==> config.mk <==
export PLATFORM = sky130hd
export DESIGN_NAME = speedControl
export DESIGN_NICKNAME = d
export VERILOG_FILES = /design/src/verilog/gamePkg.sv /design/src/verilog/speedControl.sv
export SDC_FILE = /design/constraint.sdc
export NUM_CORES = 1
export LEC_CHECK = 0
export ABC_AREA = 0
export BUFFER_PORTS_ARGS = -buffer_cell sky130_fd_sc_hd__buf_2
export CAP_MARGIN = 20
export CELL_PAD_IN_SITES_DETAIL_PLACEMENT = 1
export CELL_PAD_IN_SITES_GLOBAL_PLACEMENT = 1
export CORE_AREA = 5 5 42 44
export DETAILED_ROUTE_END_ITERATION = 6
export DIE_AREA = 0 0 47 49
export GPL_ROUTABILITY_DRIVEN = 1
export HOLD_SLACK_MARGIN = 0.05
export PLACE_DENSITY_LB_ADDON = 0.1
export SETUP_SLACK_MARGIN = 0.4
export SLEW_MARGIN = 30
export SYNTH_ARGS = -nofsm -noshare
export SYNTH_HDL_FRONTEND = slang
export SYNTH_SLANG_ARGS = --single-unit
==> constraint.sdc <==
create_clock -name clk -period 1.9 [get_ports clk]
set_input_delay 0.19 -clock clk [delete_from_list [all_inputs] [get_ports clk]]
set_output_delay 0.19 -clock clk [all_outputs]
set_load 0.05 [all_outputs]
==> src/verilog/gamePkg.sv <==
package gamePkg;

	// visible area in pixels
	localparam int SCREEN_WIDTH = 640;
	localparam int SCREEN_HEIGHT = 480;

	localparam int FIXED_POINT_SHIFT = 6; // positions kept in 1/64 pixel

	// object boxes, all square
	localparam int TREE_SIZE = 64;
	localparam int PLAYER_SIZE = 32;
	localparam int PLAYER_Y = 400; // skier never moves vertically

	localparam int JUMP_Y = -64; // restart row, one tree height above the top edge

	// per-frame step in fixed point: BASE_STEP + SPEED_GAIN * speed
	localparam int BASE_STEP = 64; // one pixel per frame at speed 0
	localparam int SPEED_GAIN = 32;
	localparam int MAX_SPEED = 7;

	// signed so trees can sit above row 0 before they scroll in
	typedef logic signed [10:0] coordT;

	typedef logic [2:0] speedT; // speed level 0..7

	typedef logic [7:0] randT; // lfsr output byte

	typedef logic [7:0] hitCountT; // saturates at 255

endpackage

==> src/verilog/speedControl.sv <==
`timescale 1ns/1ps

module speedControl #(
	parameter int SPEEDUP_FRAMES = 8
) (
	input logic clk,
	input logic resetN,
	input logic startOfFrame,
	input logic hit,
	output gamePkg::speedT speed
);
	import gamePkg::*;

	localparam int CNT_W = (SPEEDUP_FRAMES > 1) ? $clog2(SPEEDUP_FRAMES) : 1;

	logic [CNT_W-1:0] frameCnt; // frames since the last speed step
	logic stepDue;

	assign stepDue = (frameCnt == CNT_W'(SPEEDUP_FRAMES - 1));

	always_ff @(posedge clk or negedge resetN) begin
		if (!resetN) begin
			frameCnt <= '0;
			speed <= '0;
		end else begin
			if (hit) begin
				// a crash throws the skier back to the slowest level
				// and restarts the wait for the next speed-up
				speed <= '0;
				frameCnt <= '0;
			end else if (startOfFrame) begin
				if (stepDue) begin
					frameCnt <= '0;
					if (speed < MAX_SPEED)
						speed <= speed + 1'b1; // holds once at the top
				end else begin
					frameCnt <= frameCnt + 1'b1;
				end
			end
		end
	end

	// top level must hold until a crash, a 3-bit level would otherwise wrap to 0
	speedRangeA: assert property (@(posedge clk) disable iff (!resetN)
		speed == speedT'(MAX_SPEED) && !hit |=> speed == speedT'(MAX_SPEED))
		else $error("speed level %0d left maximum without a hit", speed);

endmodule

After elaboration in Yosys (flattened, before gate mapping) --
Cells that the tools add are included. W data, S select, Z words.
Operators by class: add/sub/neg operators 2, multipliers 0, divide/modulo/power cells 0, magnitude comparators 1, equality and inequality tests 1, shift-type cells 0, multiplexer cells 7, bitwise logic cells 0, reductions and logical operators 4
Operators by type and width (number):
- $mux W3 | 7
- $add A3 B1 Y3 const B | 2
- $reduce_bool A2 Y1 | 3
- $eq A3 B3 Y1 const B | 1
- $lt A3 B3 Y1 const B | 1
- $reduce_and A3 Y1 | 1
Storage, ports and cells: register bits 6, latch bits 0, bits in writable memories 0, memory bits (read-only) 0, output and inout port bits 3, word-level logic and storage cells 17, memories 0

Logic depth before layout (Yosys ltp) --
Gate-level depths: netlist of the first run.
depth after elaboration 5, mapped depth 5

Worst setup path before layout of the first run --
OpenSTA, ideal clock, no wires.
path type flip-flop to flip-flop, from register speed[0], to register speed[2], data arrival time 1.203 ns, data required time 1.778 ns, path slack 0.575 ns, cell stages (with the launch flop) 5, path buffers 0, clock period less this slack 1.325 ns, cell sequence dfrtp_1 > ha_1 > nand4_1 > a21oi_1 > nor3_1
Between the ends: cells in the longest elaborated chain, start to end 5, elaborated cells on any way between the ends 8, those cells by class add/sub: 1; order compare: 1; mux: 4; reduce/logical: 2
Ends and longest elaborated chain:
- from (decl) | RTL line speedControl.sv:10 | output gamePkg::speedT speed
- from (signal assigned) | RTL line speedControl.sv:35 | speed <= speed + 1'b1;
- $add A3 B1 Y3 | RTL line speedControl.sv:35
- $mux W3 | RTL line speedControl.sv:34 | if (speed < MAX_SPEED)
- $mux W3 | RTL line speedControl.sv:32 | if (stepDue) begin
- $mux W3 | RTL line speedControl.sv:31 | end else if (startOfFrame) begin
- $mux W3 | RTL line speedControl.sv:26 | if (hit) begin
Parallel ways exist; a longest one is shown, timed or not. The select of a mux whose other input is x is not followed. A chain may end at the register's enable or synchronous reset.

Worst setup path in the final report of the first run --
from register frameCnt[0], to register speed[0]
Between the ends: cells in the longest elaborated chain, start to end 3
Ends and longest elaborated chain:
- from (decl) | RTL line speedControl.sv:16 | logic [CNT_W-1:0] frameCnt;
- from (signal assigned) | RTL line speedControl.sv:37 | frameCnt <= frameCnt + 1'b1;
- $eq A3 B3 Y1 | RTL line speedControl.sv:19 | assign stepDue = (frameCnt == CNT_W'(SPEEDUP_FRAMES - 1));
- $reduce_bool A2 Y1 (no line)
- $reduce_and A3 Y1 (no line)
No other way between the ends.

==> results of run 1 <==
==> synth_stat cells <==
master / instances
dfrtp_1: 6
a21oi_1: 4
ha_1: 3
nor2_1: 3
mux2i_1: 2
a211oi_2: 1
a21oi_2: 1
a31oi_1: 1
and2_1: 1
buf_6: 1
inv_1: 1
nand2_2: 1
nand3_1: 1
nand4_1: 1
nor3_1: 1
nor3b_2: 1
o21ai_1: 1
==> registers in the layout (all words and copies together) (netlist names) <==
signal	count
frameCnt	3
speed	3
==> per-layer routing <==
layer / vias up / wire length [um] / global-route usage, %
met5: - / 0 / 0
li1: 129 / - / -
met1: 122 / 288 / 8.46
met4: 0 / 24 / 6.91
met2: 8 / 353 / 10.9
met3: 2 / 46 / 2.21
==> power by group through the flow <==
stage                     Sequential [mW]  Clock, mW  Combinational, mW
final                               0.134      0.121             0.0207
after global routing                0.135      0.133             0.0245
after CTS                           0.134      0.128             0.0216
after detailed placement            0.136          0             0.0200
after global placement              0.136          0             0.0198
after floorplan                     0.135          0             0.0129
==> cells in the final DEF (no fill, tap or decap) <==
cell type / Yosys / layout
mux2i_1: 2 / 2
nor3b_2: 1 / 1
o21ai_1: 1 / 1
inv_1: 1 / 1
dfrtp_1: 6 / 6
dlygate4sd3_1: 0 / 1
nand3_1: 1 / 1
a21oi_1: 4 / 4
a211oi_2: 1 / 1
nand2_2: 1 / 1
nand4_1: 1 / 1
ha_1: 3 / 3
a21oi_2: 1 / 1
a31oi_1: 1 / 1
nor3_1: 1 / 1
buf_2: 0 / 6
and2_1: 1 / 1
nor2_1: 3 / 3
clkbuf_4: 0 / 3
==> timing repair <==
action | CTS | global route
endpoints found under the hold margin | 6 | 0
buffers inserted | 0 | 0
hold buffers | 1 | 0
resized for setup | 0 | 0
==> worst max-delay path by stage <==
stage	from	end	cells past startpoint
after detailed placement	frameCnt[0]	speed[0]	5
after global placement	frameCnt[0]	speed[0]	5
final	frameCnt[0]	speed[0]	5
after CTS	frameCnt[0]	speed[0]	5
after global routing	frameCnt[0]	speed[1]	5
after floorplan	speed[0]	speed[2]	4
==> cell families after synthesis <==
| logic type | share of synthesized area [%] |
|---|---|
| flops | 45.8 |
| mux | 6.11 |
| simple gates | 16.0 |
| compound gates | 16.0 |
| buf+inv | 4.58 |
| fa+ha+maj | 11.5 |
==> final cells by class <==
class	instances	area, sq um
multi-input combinational	22	163
sequential	6	150
fill	180	1000
inverter	1	3.75
tap	16	20.0
clock buffer	3	22.5
timing repair buffer	7	40.0
==> summary.txt, run 1 <==
RSZ-0062 raised after global routing: no
CTS max path bufs: 2
Worst Tran Pin Value: 0.249 ns
Via density: 4.75
leading post-synthesis cells by cell area: dfrtp_1 (46%), ha_1 (11%), a21oi_1 (6.1%)
vias in the first global route: 275
WHS Endpoint: speed[0]
pwr dens: 692 nW/um^2
critical-path cell list: ha_1, ha_1, nand2_2, a21oi_2, a211oi_2
routed vias: 261
Setup-failing EPs final: 0
Int Pwr: 212 uW
syn avg cell area: 10.9 sq um
DRC: 0
gate count of the mapped netlist: 30
Final Max Slew Viols: 0
ratio of cells with drive above 1 in the final layout: 33.3%
post-route antenna net violation count: 0
Die W: 47 um
max frequency: 762 MHz
antenna fix cells: 0
top-area cell type share of the netlist area: 45.8%
root buf cell: clkbuf_4
Synth Register Bits: 6
first-pass GRT wire length: 1170 um
Overall Power: 276 uW
hold path start: hit
reg2reg end: speed[0]
CP Capture Type: flip-flop
Clock power frac: 44.0%
min cycle time layout: 1.31 ns
Crit-path slowest cell: dfrtp_1
Skew-Pair Late Insertion Delay: 0.25 ns
hold depth: 2
clock-pin slew on the worst setup and hold paths: 0.05 ns
Rows: 14
leading area contributor after synthesis: dfrtp_1
YS warnings: 0
total wire length: 712 um
Die Ht: 49 um
Synth Cell Area: 328 sq um
Pre-antenna DRT Iters: 2
Area Growth Syn to Fin: 21.8%
total CTS buffers: 3
synthesized net count: 37
Final period util: 69.1%
Non-Filler Instances: 55
min setup slack post-route: 0.587 ns
Crit path max-delay family: adder cells
switch share: 23.1%
Place WS: 0.584 ns
Final Hold Viols: 0
Fin Setup TNS: 0 ns
Placed Cells: 51
Tot GR Track Use: 7.57%
Placed Area: 367 sq um
gpl congestion: 0.708
I/O pin cnt: 7
Initial Utilization: 23.4%
CP dominant cell by count: ha_1
final instance area: 399 sq um
Hold/Removal Path Class: primary input to flip-flop
I/O Buffers: 6
Wirelength per Cell: 12.9 um
Finished Core Util: 28.5%
Sw Pwr: 63.7 uW
CP startpoint kind: flip-flop
sequential share of the synthesized area: 45.8%
Layout Skew: 0.00403 ns
clock sink total: 6
CP Data Arrival Time: 1.48 ns
Leak Pwr: 0.205 nW
Worst VDD drop: 0.304 mV
Slew HR: 83.5%
Buf+Inv Stages, Crit Path: 0
flop2flop setup slack: 0.59 ns
RR Startpoint: frameCnt[0]
largest net degree at the start of global routing: 10
Worst Hold Margin: 0.179 ns
Max-Cap Viols: 0
Synth cell types: 17
Max stage delay on crit path: 0.40 ns
CTS tree: yes
H-tree level count: 1
area of the core: 1400 sq um
Req. time, crit path: 2.07 ns
GRT Residual Overflow: 0
initial antenna violation count: 0
combinational power share: 7.5%
Final #Nets: 48
status: completed
Reg power frac: 48.5%
DRT iter0 DRCs: 3
die footprint: 2300 sq um
FF-to-FF path depth: 5
Critical Path Fanout Max: 6
critical path type: flip-flop to flip-flop
No activity file was read; power rests on OpenSTA's default activity.
==> inputs of run 2 (changes only) <==
==> constraint.sdc (replaced) <==
create_clock -name clk -period 1.25 [get_ports clk]
set_input_delay 0.125 -clock clk [delete_from_list [all_inputs] [get_ports clk]]
set_output_delay 0.125 -clock clk [all_outputs]
set_load 0.05 [all_outputs]
==> summary.txt, run 2 (synthesized netlist as in run 1, its figures left out) <==
Final #Nets: 51 (+6.3%)
Area Growth Syn to Fin: 50.4%
flop2flop setup slack: 0.12 ns (-0.47 ns)
Overall Power: 441 uW (+60%)
vias in the first global route: 292 (+6.2%)
ratio of cells with drive above 1 in the final layout: 53.5% (+20 points)
H-tree level count: 1 (unchanged)
Worst VDD drop: 0.401 mV (+32%)
Tot GR Track Use: 7.50% (-0.065 points)
Rows: 14 (unchanged)
GRT Residual Overflow: 0 (unchanged)
die footprint: 2300 sq um (unchanged)
Wirelength per Cell: 11.7 um (-9.4%)
Setup-failing EPs final: 0 (unchanged)
root buf cell: clkbuf_4
Leak Pwr: 0.210 nW (+2.4%)
area of the core: 1400 sq um (unchanged)
routed vias: 282 (+8.0%)
Layout Skew: 0.0000934 ns (-0.00393 ns)
Place WS: 0.0633 ns (-0.520 ns)
Final Max Slew Viols: 0 (unchanged)
Die W: 47 um (unchanged)
first-pass GRT wire length: 1170 um (-0.60%)
I/O Buffers: 6 (unchanged)
pwr dens: 895 nW/um^2 (+29%)
Fin Setup TNS: 0 ns (unchanged)
clock-pin slew on the worst setup and hold paths: 0.05 ns (about the same)
Largest regs: frameCnt: 3 flops, speed: 3 flops
Final HPWL DP: 522 um
Int Pwr: 340 uW (+60%)
max frequency: 882 MHz (+16%)
total wire length: 692 um (-2.8%)
Fillers: 162 (-10%)
min cycle time layout: 1.13 ns (-0.179 ns)
post-route antenna net violation count: 0 (unchanged)
Final Hold Viols: 0 (unchanged)
Skew-Pair Late Insertion Delay: 0.24 ns (about the same)
CTS max path bufs: 2 (unchanged)
Initial Utilization: 23.4% (unchanged)
CP Capture Type: flip-flop
min setup slack post-route: 0.117 ns (-0.471 ns)
CTS tree: yes
Sw Pwr: 101 uW (+59%)
Final period util: 90.7% (+22 points)
DRC: 0 (unchanged)
CP Data Arrival Time: 1.26 ns (-0.22 ns)
Slew HR: 88.1% (+4.6 points)
DRT iter0 DRCs: 0 (-3)
Reg power frac: 46.5% (-2.0 points)
Clock power frac: 44.8% (+0.8 points)
largest net degree at the start of global routing: 10 (unchanged)
Max-Cap Viols: 0 (unchanged)
critical path type: flip-flop to flip-flop
antenna fix cells: 0 (unchanged)
Req. time, crit path: 1.38 ns (-0.69 ns)
status: completed
Pre-antenna DRT Iters: 1 (-1)
Critical Path Fanout Max: 6 (unchanged)
gpl congestion: 0.740 (+4.5%)
total CTS buffers: 3 (unchanged)
combinational power share: 8.7% (+1.2 points)
area of the multi-input gates: 204 sq um (+25%)
Hold/Removal Path Class: primary input to flip-flop
I/O pin cnt: 7 (unchanged)
Via density: 4.78 (+0.72%)
switch share: 23.0% (-0.11 points)
Reg area: 154 sq um (+2.5%)
initial antenna violation count: 0 (unchanged)
clock sink total: 6 (unchanged)
Worst Tran Pin Value: 0.179 ns (-0.0706 ns)
Die Ht: 49 um (unchanged)
CP startpoint kind: flip-flop
RSZ-0062 raised after global routing: yes
[run 2: changes by cell type in the layout (fill, tap and decap cells not counted), moves of 2 or more]
cell / before / now
ha_1: 3 / 0
buf_2: 6 / 3
buf_4: 0 / 3
buf_6: 0 / 2
dfrtp_1: 6 / 3
ha_4: 0 / 3
dfrtp_2: 0 / 3
[run 2: metal layers]
metal	up-vias	wire, um	GRT usage [%]
met3	2	49	2.58
met2	7	348	10.4
met1	136	289	8.48
li1	137	-	-
met5	-	0	0
met4	0	5	6.91
[run 2: per-stage QoR]
step           cell area, sq um  hold WS, ns  instances  util (%)
2_1_floorplan               369       -0.171         30         -
3_3_place_gp                408      -0.0382         51      29.1
3_5_place_dp                408      -0.0395         51      29.1
4_1_cts                     485        0.118         59      34.6
5_1_grt                     493        0.129         59      35.2
6_report                    493        0.127         59      35.2
[run 2: final cells by class]
class,instances,share of cell area [%]
multi-input combinational,22,41.4
sequential,6,31.2
timing repair buffer,10,17.3
clock buffer,4,5.33
tap,16,4.06
inverter,1,0.761
[run 2: final timing paths]
| check | from | to | depth (start not counted) |
|---|---|---|---|
| worst max-delay path | frameCnt[0] | speed[2] | 4 |
| worst min-delay path | hit | speed[0] | 2 |
| worst max register to register | frameCnt[0] | speed[2] | 4 |
| worst min register to register | frameCnt[1] | frameCnt[1] | 2 |
| max in group asynchronous | resetN | speed[1] | 2 |
| min in group asynchronous | resetN | frameCnt[2] | 2 |
[run 2: what timing repair did]
item                                    4_1_cts  5_1_grt
endpoints found under the setup margin        9        9
endpoints found under the hold margin         6        0
setup buffers                                 3        0
pin swaps                                     3        3
hold buffers                                  1        0
gates resized for setup                       6        2
[run 2: worst max-delay path: stages, from the launching register on]
cell,delay [ns]
dfrtp_1,0.41
ha_4,0.18
ha_4,0.17
a31oi_1,0.19
nor3_1,0.07
[run 2: power groups by stage]
stage               clock network (mW)  registers (mW)  logic, mW
floorplan                            0           0.208     0.0217
global placement                     0           0.209     0.0331
detailed placement                   0           0.209     0.0327
CTS                              0.208           0.205     0.0394
global route                     0.216           0.205     0.0434
finish                           0.198           0.205     0.0384
==> inputs of run 3 (changes only) <==
--- a/config.mk
+++ b/config.mk
@@ -8,8 +8,8 @@
 export ABC_AREA = 0
 export BUFFER_PORTS_ARGS = -buffer_cell sky130_fd_sc_hd__buf_2
 export CAP_MARGIN = 20
-export CELL_PAD_IN_SITES_DETAIL_PLACEMENT = 1
-export CELL_PAD_IN_SITES_GLOBAL_PLACEMENT = 1
+export CELL_PAD_IN_SITES_DETAIL_PLACEMENT = 0
+export CELL_PAD_IN_SITES_GLOBAL_PLACEMENT = 2
 export CORE_AREA = 5 5 42 44
 export DETAILED_ROUTE_END_ITERATION = 6
 export DIE_AREA = 0 0 47 49
==> constraint.sdc (replaced) <==
create_clock -name clk -period 1.25 [get_ports clk]
set_input_delay 0.0625 -clock clk [delete_from_list [all_inputs] [get_ports clk]]
set_output_delay 0.0625 -clock clk [all_outputs]
set_load 0.05 [all_outputs]
==> summary.txt, run 3 (synthesized netlist as in run 1, its figures left out) <==
Final #Nets: 52 (+2.0%)
Fin Setup TNS: 0 ns (unchanged)
total wire length: 790 um (+14%)
Fillers: 152 (-6.2%)
RSZ-0062 raised after global routing: yes
Area Growth Syn to Fin: 53.4%
max frequency: 883 MHz (about the same)
die footprint: 2300 sq um (unchanged)
H-tree level count: 1 (unchanged)
critical path type: flip-flop to flip-flop
Crit. Startpoint: frameCnt[0]
FF-to-FF path depth: 5 (+1)
Worst VDD drop: 0.331 mV (-17%)
CTS tree: yes
I/O Buffers: 6 (unchanged)
area of the core: 1400 sq um (unchanged)
CP startpoint kind: flip-flop
root buf cell: clkbuf_4
Pre-antenna DRT Iters: 2 (+1)
pwr dens: 883 nW/um^2 (-1.3%)
Skew-Pair Late Insertion Delay: 0.25 ns (about the same)
Final Hold Viols: 0 (unchanged)
clock sink total: 6 (unchanged)
Worst Tran Pin Value: 0.194 ns (+0.0149 ns)
Largest regs: frameCnt: 3 flops, speed: 3 flops
CP Capture Type: flip-flop
CP Data Arrival Time: 1.29 ns (+0.03 ns)
Layout Skew: 0.00443 ns (+0.00433 ns)
Critical Path Fanout Max: 6 (unchanged)
critical-path cell list: ha_4, ha_4, nand2_2, a21oi_2, a211oi_2
Die Ht: 49 um (unchanged)
vias in the first global route: 334 (+14%)
Req. time, crit path: 1.41 ns (+0.03 ns)
Tot GR Track Use: 8.40% (+0.90 points)
Leak Pwr: 0.214 nW (+1.9%)
total CTS buffers: 3 (unchanged)
reg2reg end: speed[0]
Rows: 14 (unchanged)
Max-Cap Viols: 0 (unchanged)
Max stage delay on crit path: 0.40 ns (about the same)
Wirelength per Cell: 13.2 um (+12%)
min cycle time layout: 1.13 ns (-0.000533 ns)
status: completed
Crit-path slowest cell: dfrtp_1
Hold/Removal Path Class: primary input to asynchronous set/reset pin
Final period util: 90.6% (about the same)
post-route antenna net violation count: 0 (unchanged)
CTS max path bufs: 2 (unchanged)
DRC: 0 (unchanged)
GRT Residual Overflow: 0 (unchanged)
I/O pin cnt: 7 (unchanged)
Worst Hold Margin: 0.169 ns (+0.0426 ns)
Via density: 4.72 (-1.3%)
gpl congestion: 0.661 (-11%)
ratio of cells with drive above 1 in the final layout: 54.5% (+1.1 points)
RR Startpoint: frameCnt[0]
Buf+Inv Stages, Crit Path: 0 (unchanged)
Die W: 47 um (unchanged)
clock-pin slew on the worst setup and hold paths: 0.05 ns (about the same)
Final HPWL DP: 541 um (+3.5%)
Setup-failing EPs final: 0 (unchanged)
initial antenna violation count: 0 (unchanged)
Initial Utilization: 23.4% (unchanged)
Final Max Slew Viols: 0 (unchanged)
flop2flop setup slack: 0.12 ns (about the same)
Crit path max-delay family: flip-flops
DRT iter0 DRCs: 1 (+1)
routed vias: 283 (+0.35%)
Slew HR: 87.1% (-0.99 points)
first-pass GRT wire length: 1300 um (+11%)
antenna fix cells: 0 (unchanged)
CP dominant cell by count: ha_4
largest net degree at the start of global routing: 10 (unchanged)
## run 3: per-layer routing
| metal | vias to the layer above | track usage, % | share of wire (%) |
|---|---|---|---|
| met5 | - | 0 | 0 |
| li1 | 137 | - | - |
| met2 | 6 | 13.8 | 56 |
| met4 | 0 | 7.83 | 0.76 |
| met3 | 2 | 3.69 | 4.8 |
| met1 | 138 | 6.87 | 39 |
## run 3: cell type report
cell class | instances | area (sq um) | area share [%]
tap | 16 | 20.0 | 3.98
inverter | 1 | 3.75 | 0.746
multi-input combinational | 22 | 208 | 41.3
clock buffer | 4 | 26.3 | 5.22
timing repair buffer | 11 | 91.3 | 18.2
sequential | 6 | 154 | 30.6
## run 3: worst register-to-register path, cell delays in order (launching register included)
cell      delay, ns
dfrtp_1        0.40
ha_4           0.18
ha_4           0.18
nand2_2        0.08
a21oi_2        0.04
a211oi_2       0.16
## run 3: power by group
group	switching (mW)	leakage (nW)	total [mW]	internal (mW)
Combinational	0.0206	0.122	0.0422	0.0216
Sequential	0.00511	0.0774	0.205	0.200
Clock	0.0759	0.0150	0.197	0.121
Total	0.102	0.214	0.444	0.343
## run 3: stage by stage
stage / total power [mW] / std cells / util (%) / instance area (sq um) / setup WS [ns]
finish: 0.444 / 60 / 35.9 / 503 / 0.117
global route: 0.478 / 60 / 35.9 / 503 / 0.0570
CTS: 0.462 / 59 / 34.4 / 482 / 0.115
detailed placement: 0.243 / 51 / 29.1 / 408 / 0.0707
global placement: 0.241 / 51 / 29.1 / 408 / 0.110
floorplan: 0.230 / 30 / - / 369 / 0.142
## run 3: worst max-delay path by stage
| stage | end | slack (ns) | cells after the start |
|---|---|---|---|
| after floorplan | speed[2] | 0.14 | 4 |
| after global placement | speed[2] | 0.11 | 5 |
| after detailed placement | speed[2] | 0.07 | 5 |
| after CTS | speed[2] | 0.11 | 5 |
| after global routing | frameCnt[0] | 0.06 | 5 |
| final | speed[0] | 0.12 | 5 |
## run 3: repair_timing
item                                    in CTS  in global routing
setup buffers                                2                  1
endpoints found under the setup margin       9                  9
pin swaps                                    4                  1
hold buffers                                 2                  0
endpoints found under the hold margin        7                  0
resized for setup                            4                  5
gates cloned                                 0                  0
